**src/design/jy_pkg.sv**
```systemverilog
// Widths assume a 16-bit CPU bus and 22-bit PRG addresses in 8K pages; four PRG bank registers
package jy_pkg;

	// Bus widths
	localparam int cpu_addr_w = 16;
	localparam int prg_addr_w = 22;
	localparam int data_w     = 8;
	localparam int product_w  = 16;

	// PRG bank registers at $8000-$8003
	localparam int bank_count = 4;
	localparam int bank_sel_w = $clog2(bank_count);

	// Multiplier latency in clk cycles, one per operand bit
	localparam int mul_steps = 8;
	localparam int mul_idx_w = $clog2(mul_steps);

	// Registers that can be read back over the CPU bus
	localparam logic [cpu_addr_w-1:0] addr_mul_lo   = 16'h5800;
	localparam logic [cpu_addr_w-1:0] addr_mul_hi   = 16'h5801;
	localparam logic [cpu_addr_w-1:0] addr_acc      = 16'h5802;
	localparam logic [cpu_addr_w-1:0] addr_acc_test = 16'h5803;

	// Decoded CPU write operations
	typedef enum logic [3:0] {
		op_none,
		op_mul_a,     // $5800
		op_mul_b,     // $5801 starts a multiply
		op_acc_add,   // $5802
		op_acc_clr,   // $5803 also loads the test register
		op_prg_bank,  // $8000-$8003
		op_irq_ctrl,  // $C000
		op_irq_mode,  // $C001
		op_irq_dis,   // $C002
		op_irq_en,    // $C003
		op_irq_pre,   // $C004
		op_irq_cnt,   // $C005
		op_irq_xor,   // $C006
		op_bank_mode, // $D000
		op_outer      // $D003
	} reg_op_e;

	// Multiplier sequencer
	typedef enum logic {
		mul_idle,
		mul_busy
	} mul_state_e;

endpackage

```
**src/design/jy_ifs.sv**
```systemverilog
// Bank configuration is held as levels and start is a single-clk pulse with no handshake
`timescale 1ns/1ps

interface jy_cfg_if;
	import jy_pkg::*;

	logic [data_w-1:0] prg_bank [bank_count]; // $8000-$8003
	logic [data_w-1:0] bank_mode;             // $D000
	logic [data_w-1:0] outer_bank;            // $D003

	modport regs_mp (output prg_bank, output bank_mode, output outer_bank);
	modport map_mp (input prg_bank, input bank_mode, input outer_bank);
endinterface

interface jy_mul_if;
	import jy_pkg::*;

	logic                 start;   // One clk wide
	logic [data_w-1:0]    a;
	logic [data_w-1:0]    b;
	logic [product_w-1:0] product;
	logic                 busy;

	modport ctrl_mp (output start, output a, output b, input product, input busy);
	modport dp_mp (input start, input a, input b, output product, output busy);
endinterface

```
**src/design/jy_regs.sv**
```systemverilog
// Register file with partial address decode; CPU writes must be at least two clk cycles apart
`timescale 1ns/1ps

module jy_regs (
	input  logic                          clk,
	input  logic                          rst,
	input  logic                          ce,
	input  logic                          prg_write,
	input  logic [jy_pkg::cpu_addr_w-1:0] prg_ain,
	input  logic [jy_pkg::data_w-1:0]     prg_din,
	jy_cfg_if.regs_mp                     cfg,
	jy_mul_if.ctrl_mp                     mul,
	output logic                          irq_wr,
	output jy_pkg::reg_op_e               irq_op,
	output logic [jy_pkg::data_w-1:0]     irq_data,
	output logic [jy_pkg::data_w-1:0]     prg_dout,
	output logic                          prg_bus_write
);
	import jy_pkg::*;

	reg_op_e           wr_op;
	logic              wr;
	logic [data_w-1:0] prg_bank [bank_count];
	logic [data_w-1:0] bank_mode;
	logic [data_w-1:0] outer_bank;
	logic [data_w-1:0] mul_a;
	logic [data_w-1:0] mul_b;
	logic              start;
	logic [data_w-1:0] acc;
	logic [data_w-1:0] acc_test;

	assign wr = ce && prg_write;

	// Only A15-A11 and A2-A0 take part in the decode
	always_comb begin
		casez ({prg_ain[15:11], prg_ain[2:0]})
			8'b01011_?00: wr_op = op_mul_a;
			8'b01011_?01: wr_op = op_mul_b;
			8'b01011_?10: wr_op = op_acc_add;
			8'b01011_?11: wr_op = op_acc_clr;
			8'b10000_???: wr_op = op_prg_bank;
			8'b11000_000: wr_op = op_irq_ctrl;
			8'b11000_001: wr_op = op_irq_mode;
			8'b11000_010: wr_op = op_irq_dis;
			8'b11000_011: wr_op = op_irq_en;
			8'b11000_100: wr_op = op_irq_pre;
			8'b11000_101: wr_op = op_irq_cnt;
			8'b11000_110: wr_op = op_irq_xor;
			8'b11010_?00: wr_op = op_bank_mode;
			8'b11010_?11: wr_op = op_outer;
			default:      wr_op = op_none;
		endcase
	end

	always_ff @(posedge clk) begin
		if (rst) begin
			for (int i = 0; i < bank_count; i++)
				prg_bank[i] <= '0;
			bank_mode  <= '0;
			outer_bank <= '0;
			mul_a      <= '0;
			mul_b      <= '0;
			start      <= 1'b0;
			acc        <= '0;
			acc_test   <= '0;
		end else begin
			start <= 1'b0; // Pulse only
			if (wr) begin
				case (wr_op)
					op_mul_a:     mul_a <= prg_din;
					op_mul_b: begin
						mul_b <= prg_din;
						start <= 1'b1;
					end
					op_acc_add:   acc <= acc + prg_din;
					op_acc_clr: begin
						acc      <= '0;
						acc_test <= prg_din;
					end
					op_prg_bank:  prg_bank[prg_ain[bank_sel_w-1:0]] <= prg_din;
					op_bank_mode: bank_mode <= prg_din;
					op_outer:     outer_bank <= prg_din;
					default:      ;
				endcase
			end
		end
	end

	// IRQ writes are handed over in the same cycle
	assign irq_wr   = wr && (wr_op inside {[op_irq_ctrl:op_irq_xor]});
	assign irq_op   = wr_op;
	assign irq_data = prg_din;

	assign cfg.prg_bank   = prg_bank;
	assign cfg.bank_mode  = bank_mode;
	assign cfg.outer_bank = outer_bank;
	assign mul.start      = start;
	assign mul.a          = mul_a;
	assign mul.b          = mul_b;

	always_comb begin
		prg_bus_write = 1'b1;
		case (prg_ain)
			addr_mul_lo:   prg_dout = mul.product[7:0];
			addr_mul_hi:   prg_dout = mul.product[15:8];
			addr_acc:      prg_dout = acc;
			addr_acc_test: prg_dout = acc_test;
			default: begin
				prg_dout      = 8'hFF; // Open bus
				prg_bus_write = 1'b0;
			end
		endcase
	end

	// Back-to-back $5801 writes would break the restart timing of the multiplier
	a_start_pulse: assert property (@(posedge clk) disable iff (rst) mul.start |=> !mul.start);

endmodule

```
**src/design/jy_prg_map.sv**
```systemverilog
// Combinational CPU to PRG ROM translation; no PRG RAM, so $6000-$7FFF is ROM or denied
`timescale 1ns/1ps

module jy_prg_map (
	input  logic [jy_pkg::cpu_addr_w-1:0] prg_ain,
	input  logic                          prg_write,
	jy_cfg_if.map_mp                      cfg,
	output logic [jy_pkg::prg_addr_w-1:0] prg_aout,
	output logic                          prg_allow
);
	import jy_pkg::*;

	logic                  prg_6xxx;
	logic                  prg_denied;
	logic [bank_sel_w-1:0] prg_reg;
	logic [data_w-1:0]     bank_val;
	logic [6:0]            rev_bank;
	logic [6:0]            bank_order;
	logic [5:0]            prg_sel;

	assign prg_6xxx   = (prg_ain[15:13] == 3'b011);
	assign prg_denied = prg_6xxx && !cfg.bank_mode[7]; // ROM window not enabled

	// Which bank register serves this address
	always_comb begin
		casez ({prg_6xxx, cfg.bank_mode[1:0]})
			3'b000:  prg_reg = 2'b11;                   // 32K
			3'b001:  prg_reg = {prg_ain[14], 1'b1};     // 16K
			3'b01?:  prg_reg = prg_ain[14:13];          // 8K
			default: prg_reg = 2'b11;                   // $6000-$7FFF
		endcase
	end

	// Last slot is fixed to FF unless bank_mode[2]
	assign bank_val = (!cfg.bank_mode[2] && prg_reg == 2'b11) ? 8'hFF : cfg.prg_bank[prg_reg];

	always_comb begin
		for (int i = 0; i < 7; i++)
			rev_bank[i] = bank_val[6 - i];
	end

	assign bank_order = (cfg.bank_mode[1:0] == 2'b11) ? rev_bank : bank_val[6:0];

	// 8K page number inside the outer bank
	always_comb begin
		casez ({prg_6xxx, cfg.bank_mode[1:0]})
			3'b000:  prg_sel = {bank_order[3:0], prg_ain[14:13]};
			3'b001:  prg_sel = {bank_order[4:0], prg_ain[13]};
			3'b?1?:  prg_sel = bank_order[5:0];
			3'b100:  prg_sel = {bank_order[3:0], 2'b11};
			default: prg_sel = {bank_order[4:0], 1'b1};
		endcase
	end

	assign prg_aout  = {1'b0, cfg.outer_bank[2:1], prg_sel, prg_ain[12:0]};
	assign prg_allow = (prg_ain >= 16'h6000) && !prg_denied && !prg_write;

endmodule

```
**src/design/jy_multiplier.sv**
```systemverilog
// Shift-and-add 8x8 multiplier; a start while busy restarts from the new operands
`timescale 1ns/1ps

module jy_multiplier (
	input  logic      clk,
	input  logic      rst,
	jy_mul_if.dp_mp   mul
);
	import jy_pkg::*;

	mul_state_e           state;
	logic [mul_idx_w-1:0] idx;
	logic [product_w-1:0] shift_a;
	logic [data_w-1:0]    b_reg;
	logic [product_w-1:0] product;

	always_ff @(posedge clk) begin
		if (rst) begin
			state   <= mul_idle;
			idx     <= '0;
			product <= '0;
		end else if (mul.start) begin
			state   <= mul_busy;
			idx     <= '0;
			product <= '0;
		end else if (state == mul_busy) begin
			product <= product + (b_reg[idx] ? shift_a : '0);
			idx     <= idx + 1'b1;
			if (idx == mul_idx_w'(mul_steps - 1))
				state <= mul_idle; // Last partial product
		end
	end

	// Operand datapath
	always_ff @(posedge clk) begin
		if (mul.start) begin
			shift_a <= {{(product_w - data_w){1'b0}}, mul.a};
			b_reg   <= mul.b;
		end else if (state == mul_busy) begin
			shift_a <= shift_a << 1;
		end
	end

	assign mul.product = product;
	assign mul.busy    = (state == mul_busy);

	a_busy_len: assert property (@(posedge clk) disable iff (rst)
		mul.start ##1 (!mul.start) [*mul_steps] |-> mul.busy ##1 !mul.busy);

endmodule

```
**src/design/jy_irq_counter.sv**
```systemverilog
// IRQ prescaler and counter; only the CPU clock and CPU write sources tick, PPU sources never do
`timescale 1ns/1ps

module jy_irq_counter (
	input  logic                          clk,
	input  logic                          rst,
	input  logic                          ce,
	input  logic                          prg_write,
	input  logic                          irq_wr,
	input  jy_pkg::reg_op_e               irq_op,
	input  logic [jy_pkg::data_w-1:0]     irq_data,
	output logic                          irq
);
	import jy_pkg::*;

	logic [data_w-1:0] mode;
	logic [data_w-1:0] xor_key;
	logic [data_w-1:0] prescaler;
	logic [data_w-1:0] count;
	logic              enable;
	logic              en_l;
	logic              dis_l;
	logic              pending;
	logic              tick;
	logic              step;
	logic              pre_term;
	logic              cnt_term;

	assign tick = (mode[1:0] == 2'b00 && ce) || (mode[1:0] == 2'b11 && ce && prg_write);
	assign step = tick && enable && (mode[7] != mode[6]);

	// Terminal values depend on direction and the 3-bit prescaler mode
	always_comb begin
		if (mode[6])
			pre_term = mode[2] ? (prescaler[2:0] == 3'h7) : (prescaler == 8'hFF);
		else
			pre_term = mode[2] ? (prescaler[2:0] == 3'h0) : (prescaler == 8'h00);
		cnt_term = mode[6] ? (count == 8'hFF) : (count == 8'h00);
	end

	always_ff @(posedge clk) begin
		if (rst) begin
			mode      <= '0;
			xor_key   <= '0;
			prescaler <= '0;
			count     <= '0;
			enable    <= 1'b0;
			en_l      <= 1'b0;
			dis_l     <= 1'b0;
			pending   <= 1'b0;
		end else begin
			if (irq_wr) begin
				case (irq_op)
					op_irq_ctrl: begin
						en_l  <= irq_data[0];
						dis_l <= !irq_data[0];
					end
					op_irq_mode: mode <= irq_data;
					op_irq_dis:  dis_l <= 1'b1;
					op_irq_en:   en_l <= 1'b1;
					op_irq_pre:  prescaler <= irq_data ^ xor_key;
					op_irq_cnt:  count <= irq_data ^ xor_key;
					op_irq_xor:  xor_key <= irq_data;
					default:     ;
				endcase
			end
			if (step) begin
				prescaler <= mode[6] ? prescaler + 8'd1 : prescaler - 8'd1;
				if (pre_term) begin
					count <= mode[6] ? count + 8'd1 : count - 8'd1;
					if (cnt_term)
						pending <= 1'b1;
				end
			end
			// Latched enable and disable take effect one cycle after the write
			if (dis_l) begin
				pending   <= 1'b0;
				prescaler <= '0;
				enable    <= 1'b0;
				dis_l     <= 1'b0;
			end else if (en_l) begin
				en_l   <= 1'b0;
				enable <= 1'b1;
			end
		end
	end

	assign irq = pending && enable;

	// Pending can never outlive the enable flag
	a_pend_en: assert property (@(posedge clk) disable iff (rst) pending |-> enable);

endmodule

```
**src/design/jy_mapper.sv**
```systemverilog
// Top level of the CPU side; ce must be a single-clk strobe and writes at least two clks apart
`timescale 1ns/1ps

module jy_mapper (
	input  logic                          clk,
	input  logic                          rst,
	input  logic                          ce,
	input  logic                          prg_write,
	input  logic [jy_pkg::cpu_addr_w-1:0] prg_ain,
	input  logic [jy_pkg::data_w-1:0]     prg_din,
	output logic [jy_pkg::data_w-1:0]     prg_dout,
	output logic                          prg_bus_write,
	output logic [jy_pkg::prg_addr_w-1:0] prg_aout,
	output logic                          prg_allow,
	output logic                          irq
);
	import jy_pkg::*;

	jy_cfg_if cfg_bus ();
	jy_mul_if mul_bus ();

	logic              irq_wr;
	reg_op_e           irq_op;
	logic [data_w-1:0] irq_data;

	jy_regs regs_i (
		.clk           (clk),
		.rst           (rst),
		.ce            (ce),
		.prg_write     (prg_write),
		.prg_ain       (prg_ain),
		.prg_din       (prg_din),
		.cfg           (cfg_bus.regs_mp),
		.mul           (mul_bus.ctrl_mp),
		.irq_wr        (irq_wr),
		.irq_op        (irq_op),
		.irq_data      (irq_data),
		.prg_dout      (prg_dout),
		.prg_bus_write (prg_bus_write)
	);

	jy_prg_map prg_map_i (
		.prg_ain   (prg_ain),
		.prg_write (prg_write),
		.cfg       (cfg_bus.map_mp),
		.prg_aout  (prg_aout),
		.prg_allow (prg_allow)
	);

	jy_multiplier multiplier_i (
		.clk (clk),
		.rst (rst),
		.mul (mul_bus.dp_mp)
	);

	jy_irq_counter irq_counter_i (
		.clk       (clk),
		.rst       (rst),
		.ce        (ce),
		.prg_write (prg_write),
		.irq_wr    (irq_wr),
		.irq_op    (irq_op),
		.irq_data  (irq_data),
		.irq       (irq)
	);

endmodule

```
**config.mk**
```make
export PLATFORM = sky130hd
export DESIGN_NAME = jy_mapper
export DESIGN_NICKNAME = d
export VERILOG_FILES = /design/src/design/jy_pkg.sv /design/src/design/jy_ifs.sv /design/src/design/jy_regs.sv /design/src/design/jy_prg_map.sv /design/src/design/jy_multiplier.sv /design/src/design/jy_irq_counter.sv /design/src/design/jy_mapper.sv
export SDC_FILE = /design/constraint.sdc
export NUM_CORES = 1
export LEC_CHECK = 0
export ABC_AREA = 1
export CAP_MARGIN = 20
export CELL_PAD_IN_SITES_DETAIL_PLACEMENT = 0
export CELL_PAD_IN_SITES_GLOBAL_PLACEMENT = 1
export CORE_ASPECT_RATIO = 1.25
export CORE_MARGIN = 2
export CORE_UTILIZATION = 40
export DETAILED_ROUTE_END_ITERATION = 8
export DONT_BUFFER_PORTS = 1
export GPL_TIMING_DRIVEN = 0
export HOLD_SLACK_MARGIN = 0.06
export PLACE_DENSITY = 0.81
export SLEW_MARGIN = 20
export SYNTH_ARGS = -nofsm -noshare
export SYNTH_HDL_FRONTEND = slang
export SYNTH_HIERARCHICAL = 1
export SYNTH_SLANG_ARGS = --single-unit
export TNS_END_PERCENT = 30
```
**constraint.sdc**
```tcl
create_clock -name clk -period 2.8 [get_ports clk]
set_clock_uncertainty 0.05 [all_clocks]
set_input_delay 0.14 -clock clk [delete_from_list [all_inputs] [get_ports clk]]
set_output_delay 0.14 -clock clk [all_outputs]
set_load 0.005 [all_outputs]
```
* Word-level counts from Yosys, hierarchy flattened
Cells that the tools add are included.
** Word-level totals
- Flip-flop bits (word level) :: 156
- Bits of input ports :: 28
- Output and inout bits :: 33
- Logic and storage cells :: 174
** Cells by class
- Add/subtract/negate cells :: 7
- Order comparisons :: 7
- Equal/unequal tests :: 44
- Mux-type cells :: 41
- Bitwise logic cells :: 5
- Reductions and logical operators :: 45
** Operator list (number)
- $mux W8 :: 12
- $eq A8 B8 Y1 const B :: 9
- $eq A16 B15 Y1 const B :: 4
- $pmux W4 S14 :: 1
- $bwmux W32 :: 1
- $pmux W8 S4 :: 1
- $eq A4 B4 Y1 const B :: 7
- $eq A7 B6 Y1 const B :: 4
- $pmux W6 S4 :: 1
- $mux W7 :: 3
- $reduce_and A2 Y1 :: 10
- $add A16 B16 Y16 :: 1
- $add A8 B1 Y8 const B :: 2
- $bmux W8 S2 :: 1
- $demux W8 S2 :: 1
- $eq A4 B3 Y1 const B :: 4
- $ge A16 B15 Y1 const B :: 1
- $logic_not A8 Y1 :: 2
- $mux W16 :: 1
- $pmux W8 S2 :: 1
- $sub A8 B1 Y8 const B :: 2
- $eq A7 B7 Y1 const B :: 2
- $logic_and A1 B1 Y1 :: 14
- $mux W1 :: 13
- other kinds (32) :: 51

* Depth between registers and ports, before layout
Gate-level depths: netlist (run 1).
- Depth after elaboration :: 10
- Mapped depth :: 20
- Depth with buffers taken out :: 19

* Cells and area by module
The synthesis (run 1) kept the hierarchy.
** By module, submodules not included
- jy_regs :: times used 1, cells each 580, area each 3945.0 sq um, seq. area each 1621.6 sq um
- jy_multiplier :: times used 1, cells each 360, area each 2585.0 sq um, seq. area each 1041.0 sq um
- jy_irq_counter :: times used 1, cells each 350, area each 2337.2 sq um, seq. area each 660.6 sq um
- jy_prg_map :: times used 1, cells each 135, area each 725.7 sq um, seq. area each 0.0 sq um

* Least setup slack after synthesis (run 1)
No wires, ideal clock.
- Path kind :: register to register
- From :: register multiplier_i.idx[0]
- To :: register multiplier_i.product[11], in the netlist multiplier_i/mul.product[11]
- Library setup time :: 109 ps
- Arrival time :: 2234 ps
- Required time :: 2641 ps
- Slack :: 407 ps
- Cell stages (with the launch flop) :: 18
- Buffers on the path :: 1
- Clock period less this slack :: 2393 ps
- Cell sequence :: dfxtp_1 > inv_2 > or2_0 > nand2_1 > nand3_2 > nand2_2 > buf_4 > nor2_1 > ha_1 > nand2_1 > inv_1 > a21oi_1 > nand2_1 > a21oi_1 > xor2_1 > nand2_1 > nand2_1 > inv_1
** On the way
- Longest elaborated chain between the ends :: 4
** Ends and longest elaborated chain
- from (decl) :: RTL line jy_multiplier.sv:12 : logic [mul_idx_w-1:0] idx;
- from (signal assigned) :: RTL line jy_multiplier.sv:28 : idx <= idx + 1'b1;
- $bmux W1 S3 :: RTL line jy_multiplier.sv:27 : product <= product + (b_reg[idx] ? shift_a : '0);
- $mux W1 (not written as such) :: RTL line jy_multiplier.sv:27
- $mux W16 :: RTL line jy_multiplier.sv:27
- $add A16 B16 Y16 :: RTL line jy_multiplier.sv:27
- to (signal assigned) :: RTL line jy_multiplier.sv:27
- to (decl) :: RTL line jy_multiplier.sv:15 : logic [product_w-1:0] product;
No other way between the ends. The select of a mux whose other input is x is not followed.
A chain may end at the register's enable or synchronous reset.

* Worst setup path in the final report (run 1)
Same ends and word-level chain as after synthesis.

==> results of run 1 <==
[power breakdown]
group | switching, mW | internal (mW) | leakage [nW]
Clock | 0.921 | 1.22 | 0.256
Combinational | 0.217 | 0.115 | 3.11
Sequential | 0.0109 | 2.10 | 1.16
Total | 1.15 | 3.43 | 4.53
[how the worst max path moves through the flow]
stage / startpoint / depth (start not counted) / slack (ns) / end
finish: multiplier_i/idx[0]$_SDFFE_PP0P_ / 17 / 0.18 / multiplier_i/mul.product[11]$_SDFFE_PP0P_
global route: multiplier_i/idx[0]$_SDFFE_PP0P_ / 17 / -0.003 / multiplier_i/mul.product[11]$_SDFFE_PP0P_
CTS: multiplier_i/idx[0]$_SDFFE_PP0P_ / 17 / 0.03 / multiplier_i/mul.product[11]$_SDFFE_PP0P_
detailed placement: multiplier_i/idx[0]$_SDFFE_PP0P_ / 18 / -0.09 / multiplier_i/mul.product[15]$_SDFFE_PP0P_
global placement: multiplier_i/idx[0]$_SDFFE_PP0P_ / 18 / -0.11 / multiplier_i/mul.product[15]$_SDFFE_PP0P_
floorplan: multiplier_i/idx[0]$_SDFFE_PP0P_ / 17 / 0.41 / multiplier_i/mul.product[11]$_SDFFE_PP0P_
[metrics by stage]
step | utilization (%) | instances | hold WS (ns) | setup slack (ns) | setup TNS [ns]
floorplan | - | 1369 | 0.168 | 0.407 | 0
global placement | 42.4 | 1652 | 0.174 | -0.113 | -0.169
detailed placement | 42.4 | 1652 | 0.177 | -0.0931 | -0.148
CTS | 45.5 | 1698 | 0.0664 | 0.0291 | 0
global route | 45.9 | 1703 | 0.133 | -0.00255 | -0.00255
finish | 45.9 | 1703 | 0.0897 | 0.185 | 0
[cell type report]
| cell class | count | area [um2] |
|---|---|---|
| Clock buffer | 19 | 433 |
| Buffer | 68 | 450 |
| Inverter | 164 | 623 |
| Fill cell | 2409 | 12100 |
| Sequential cell | 144 | 3050 |
| Timing Repair Buffer | 19 | 178 |
| Clock inverter | 13 | 114 |
| Multi-Input combinational cell | 993 | 5070 |
| Tap cell | 283 | 354 |
[layer usage]
layer	GRT usage, %	vias to the layer above	part of all wire (%)
met4	7.28	0	2.5
met5	0	-	0
met1	25.3	3948	43
met2	38.2	154	51
met3	2.99	41	3.1
li1	-	4477	-
[worst max-delay path, stage by stage (launching register included)]
cell	delay (ns)
dfxtp_4	0.36
buf_4	0.14
nand2_1	0.06
nand3_1	0.09
nand3_2	0.14
nand2_4	0.09
buf_8	0.15
nor2_1	0.13
ha_1	0.30
nand2_2	0.12
inv_1	0.06
a21oi_2	0.14
nand2_2	0.12
a21oi_2	0.20
xor2_1	0.18
nand2_1	0.07
nand2_1	0.08
inv_1	0.04
[cells in the final DEF (no fill, tap or decap), drive strengths merged, types with 2 or more instances in the layout]
master	count
a211oi	3
a21oi	127
buf	49
clkbuf	43
clkinv	7
clkinvlp	5
dfxtp	128
dlygate4sd3	14
edfxtp	16
fa	4
ha	36
inv	164
nand2	358
nand3	123
nand3b	10
nand4	17
nor2	172
nor3	10
o21a	6
o21ai	88
o21bai	2
or2	7
xnor2	5
xor2	20
[repair_timing]
action                                  CTS  global route
hold endpoints to repair                 56             0
buffers inserted                          0             5
endpoints found under the setup margin    2            36
hold buffers                             14             0
resized for setup                         3            15
pin swaps                                 0             7
==> results by group, run 1 <==
Power and ir drop
  – Pwr Density: 446 nW/um2
  – P_leak: 4.53 nW
  – Pwr Total: 4.58 mW
  – Peak VDD IR: between 0.4 and 0.5 mV

Clock tree
  – Clock Sinks: 144
  – Num CTS Buffers: 17
  – Clock root buffer: clkbuf_16
  – CTS tree: built
  – Htree depth: 4
  – Clock latency on the worst-skew pair: 0.43 ns
  – Clock transition at the registers of the reported paths: 0.06 ns
  – Clock buffer depth: 2

Synthesis
  – Avg Inst Size Synth: 6.67 um2
  – YS warnings: 6
  – Netlist area before placement: a little over 9000 um2
  – Syn nets: 1437
  – Post-Syn Instances: ~1400

Cells and area
  – Fin nets: around 1500
  – Largest registers: regs_i/cfg.prg_bank x28, multiplier_i/mul.product x16, multiplier_i/shift_a x16
  – Ant. Diodes: 0
  – Cell area after layout: 10300 um2
  – Max reg flops: 28
  – Share of cells above drive strength 1: approximately a tenth
  – Layout area overhead: 12.5%
  – Biggest register: regs_i/cfg.prg_bank

STA
  – Count of final setup violators: 0
  – Final-report hold violation count: 0
  – Final period util: a little over 90%
  – Worst slew pin tran: 0.705 ns
  – Min cycle time layout: 2.62 ns
  – Fin. max-slew vios: 0
  – Slew Limit Headroom: 53.0%
  – Fmax: around 380 MHz

Global route
  – Grt ovf: 0
  – Initial antenna violation count: 0
  – Vias in the first global route: 8073
  – All-Layer GR Usage: 21.0%
  – Largest net degree at the start of global routing: 18
  – Global-route wire length before repair: 40900 um

Detailed routing
  – Detailed-route via count: 8620
  – First-pass DRT Iterations: 5
  – Via/cell ratio: 5.06
  – Post-Route WL: roughly 25000 um
  – Drt initial violations: 443
  – Residual DRC: 0
  – ANT nets after route: 0
  – WL per Instance: about 15 um

Placement
  – DP Area: 9480 um2
  – Final HPWL DP: 19200 um
  – IO buf count: 0
  – Routability cong.: 0.900

Critical path
  – Worst Reg-to-Reg Cells: 17
  – CP required: 3.08 ns
  – Critical Path AT: 2.89 ns
  – R2R Setup Slk: about 0.18 ns
  – FF-to-FF End: multiplier_i/mul.product[11]$_SDFFE_PP0P_
  – Kind of critical path: flip-flop to flip-flop
  – Crit path launch type: flip-flop
  – RR Startpoint: multiplier_i/idx[0]$_SDFFE_PP0P_
  – CP Max Fanout: 10
  – Setup crit end kind: flip-flop

Floorplanning
  – Die width: 139 um
  – # IOs: 61
  – Initial Util: 40.8%
  – Die Ht: 173 um
  – # rows: 61
  – CORE AREA: about 22000 um2
  – Die ar.: between 20000 and 25000 um2

Min path
  – Hold Path Sink: regs_i/acc[0]$_SDFFE_PP0P_
  – Hold crit path type: input port to flip-flop
  – Min-delay src: prg_din[0]
  – Hold depth: 5

Status
  – Outcome: finished clean

Run
  – Max-Cap Viols: 0
No activity file was read; power rests on OpenSTA's default activity.
==> inputs of run 2 (changes only) <==
--- a/config.mk
+++ b/config.mk
@@ -16,7 +16,7 @@
 export DONT_BUFFER_PORTS = 1
 export GPL_TIMING_DRIVEN = 0
 export HOLD_SLACK_MARGIN = 0.06
-export PLACE_DENSITY = 0.81
+export PLACE_DENSITY_LB_ADDON = 0.1
 export SLEW_MARGIN = 20
 export SYNTH_ARGS = -nofsm -noshare
 export SYNTH_HDL_FRONTEND = slang
==> results by group, run 2 (synthesis gave the netlist of run 1 again) <==
STA
  – Hold WS: 0.0768 ns (-0.0129 ns)
  – Fmax: 386 MHz (+0.98%)
  – Count of final setup violators: 0 (unchanged)
  – Min cycle time layout: 2.59 ns (-0.0255 ns)
  – Slew Limit Headroom: 48.5% (-4.5 points)
  – Final period util: 92.5% (-0.91 points)
  – Final-report hold violation count: 0 (unchanged)
  – Worst slew pin tran: 0.773 ns (+0.0675 ns)
  – Fin. max-slew vios: 0 (unchanged)
  – RSZ-0062 raised after global routing: false

Placement
  – Routability cong.: 0.852 (-5.4%)
  – Final HPWL DP: 20200 um (+5.5%)
  – IO buf count: 0 (unchanged)

Floorplanning
  – # IOs: 61 (unchanged)
  – Die ar.: 24100 um2 (unchanged)
  – # rows: 61 (unchanged)
  – Die width: 139 um (unchanged)
  – Die Ht: 173 um (unchanged)
  – CORE AREA: 22400 um2 (unchanged)
  – Initial Util: 40.8% (unchanged)

Run
  – Max-Cap Viols: 0 (unchanged)

Critical path
  – CP required: 3.08 ns (about the same)
  – CP max-delay cell: dfxtp_4
  – Kind of critical path: flip-flop to flip-flop
  – CP bufs+invs: 4 (unchanged)
  – Crit path launch type: flip-flop
  – CP Max Fanout: 10 (unchanged)
  – Worst Reg-to-Reg Cells: 17 (unchanged)
  – Critical Path AT: 2.87 ns (-0.02 ns)
  – Worst path most repeated cell: nand2_1
  – Crit path largest cell delay: 0.37 ns (about the same)
  – R2R Setup Slk: 0.21 ns (+0.03 ns)
  – Cell Chain, Critical Path: inv_2, or2_0, nand2_1, nand3_4, nand2_4, buf_8, nor2_1, ha_1, nand2_2, inv_1, a21oi_1, nand2_2, a21oi_4, xor2_1, nand2_1, nand2_1, inv_1
  – Crit path max-delay family: simple AND/OR/NAND/NOR gates
  – Setup crit end kind: flip-flop
  – Levels on crit path: 17 (unchanged)

Power and ir drop
  – Peak VDD IR: 0.397 mV (-5.8%)
  – Pwr Density: 461 nW/um2 (+3.4%)
  – Pwr Total: 4.77 mW (+4.2%)
  – P_leak: 4.57 nW (+1.0%)

Detailed routing
  – WL per Instance: 15.6 um (+5.0%)
  – First-pass DRT Iterations: 5 (unchanged)
  – Residual DRC: 0 (unchanged)
  – Post-Route WL: 26600 um (+5.1%)
  – Via/cell ratio: 5.02 (-0.86%)
  – Detailed-route via count: 8551 (-0.80%)
  – ANT nets after route: 0 (unchanged)
  – Drt initial violations: 399 (-9.9%)

Clock tree
  – Num CTS Buffers: 17 (unchanged)
  – Htree depth: 4 (unchanged)
  – Clock buffer depth: 2 (unchanged)
  – CTS tree: built
  – Clock Sinks: 144 (unchanged)
  – Clock transition at the registers of the reported paths: 0.07 ns (about the same)
  – Clock latency on the worst-skew pair: 0.43 ns (about the same)
  – Clock root buffer: clkbuf_16

Cells and area
  – Share of cells above drive strength 1: 10.7% (+0.27 points)
  – Fin nets: 1476 (+0.068%)
  – Max reg flops: 28 (unchanged)
  – Most frequent cells in the layout: nand2_1 (345), nor2_1 (160), inv_1 (152)
  – Biggest register: regs_i/cfg.prg_bank
  – Most common cell after layout, fill and taps aside: nand2_1
  – Largest registers: regs_i/cfg.prg_bank x28, multiplier_i/mul.product x16, multiplier_i/shift_a x16
  – Layout area overhead: 13.4%
  – Fill count: 2455 (+1.9%)
  – Ant. Diodes: 0 (unchanged)

Global route
  – Global-route wire length before repair: 42600 um (+4.1%)
  – All-Layer GR Usage: 22.2% (+1.2 points)
  – Most Crowded Layer GR: met2
  – Initial antenna violation count: 0 (unchanged)
  – Largest net degree at the start of global routing: 18 (unchanged)
  – GR Util met2: 38.9% (+0.74 points)
  – Vias in the first global route: 8084 (+0.14%)
  – GRT met3 Usage: 3.77% (+0.78 points)
  – Grt ovf: 0 (unchanged)
  – Global routing usage on met1: 27.8% (+2.5 points)

Min path
  – Hold crit path type: input port to flip-flop
  – Hold depth: 2 (-3)

Status
  – Outcome: finished clean
[run 2: cell count changes in the layout (fill, tap and decap cells not counted), moves of 3 or more]
cell,before,now
inv_8,0,3
clkinv_2,4,0
clkinvlp_4,5,2
buf_4,34,37
nand2_2,13,10
inv_6,3,6
nand2_1,342,345
[run 2: power by group]
part	leakage, nW	total, mW	internal (mW)	switching [mW]
clock network	0.294	2.34	1.30	1.04
logic	3.12	0.328	0.112	0.216
registers	1.16	2.11	2.10	0.0105
total	4.57	4.77	3.51	1.27
[run 2: final timing paths]
check,end,from
setup / recovery,multiplier_i/mul.product[11]$_SDFFE_PP0P_,multiplier_i/idx[0]$_SDFFE_PP0P_
hold / removal,regs_i/cfg.prg_bank[3]$_SDFFE_PP0P_,rst
setup reg to reg,multiplier_i/mul.product[11]$_SDFFE_PP0P_,multiplier_i/idx[0]$_SDFFE_PP0P_
hold reg to reg,multiplier_i/b_reg[0]$_DFFE_PP_,regs_i/mul.b[0]$_SDFFE_PP0P_
[run 2: timing repair]
action | CTS | global route
pin swaps | 1 | 6
setup buffers | 0 | 8
setup endpoints to repair | 2 | 37
gates resized for setup | 4 | 14
endpoints found under the hold margin | 53 | 0
hold buffers | 12 | 0
[run 2: through the flow]
step	TNS (ns)	instances	setup WS (ns)	utilization [%]	instance area, um2
floorplan	0	1369	0.407	-	9130
global placement	-0.296	1652	-0.153	42.4	9480
detailed placement	-0.234	1652	-0.124	42.4	9480
CTS	0	1696	0.0115	45.7	10200
global route	0	1704	0.00753	46.3	10300
finish	0	1704	0.210	46.3	10300
[run 2: layer usage]
layer / part of all wire (%) / wire, um / vias to the layer above
met5: 0 / 0 / -
met4: 2.1 / 561 / 0
met3: 3.4 / 901 / 29
met2: 50 / 13300 / 145
met1: 44 / 11800 / 3902
li1: - / - / 4475
[run 2: cell type report]
cell class                 count  area [um2]  share of cell area [%]
clock inverter                14         165                    1.60
buffer                        68         450                    4.35
clock buffer                  18         439                    4.24
sequential                   144        3050                    29.4
timing repair buffer          20         180                    1.74
inverter                     164         627                    6.06
tap                          283         354                    3.42
multi-input combinational    993        5080                    49.1
[run 2: worst register-to-register path: cells and delay by family, from the launching register on]
family          cells  cell delay (ns)
xor+xnor            1             0.16
buf+inv             4             0.27
fa+ha+maj           1             0.34
compound gates      2             0.34
flops               1             0.37
simple gates        9             0.97
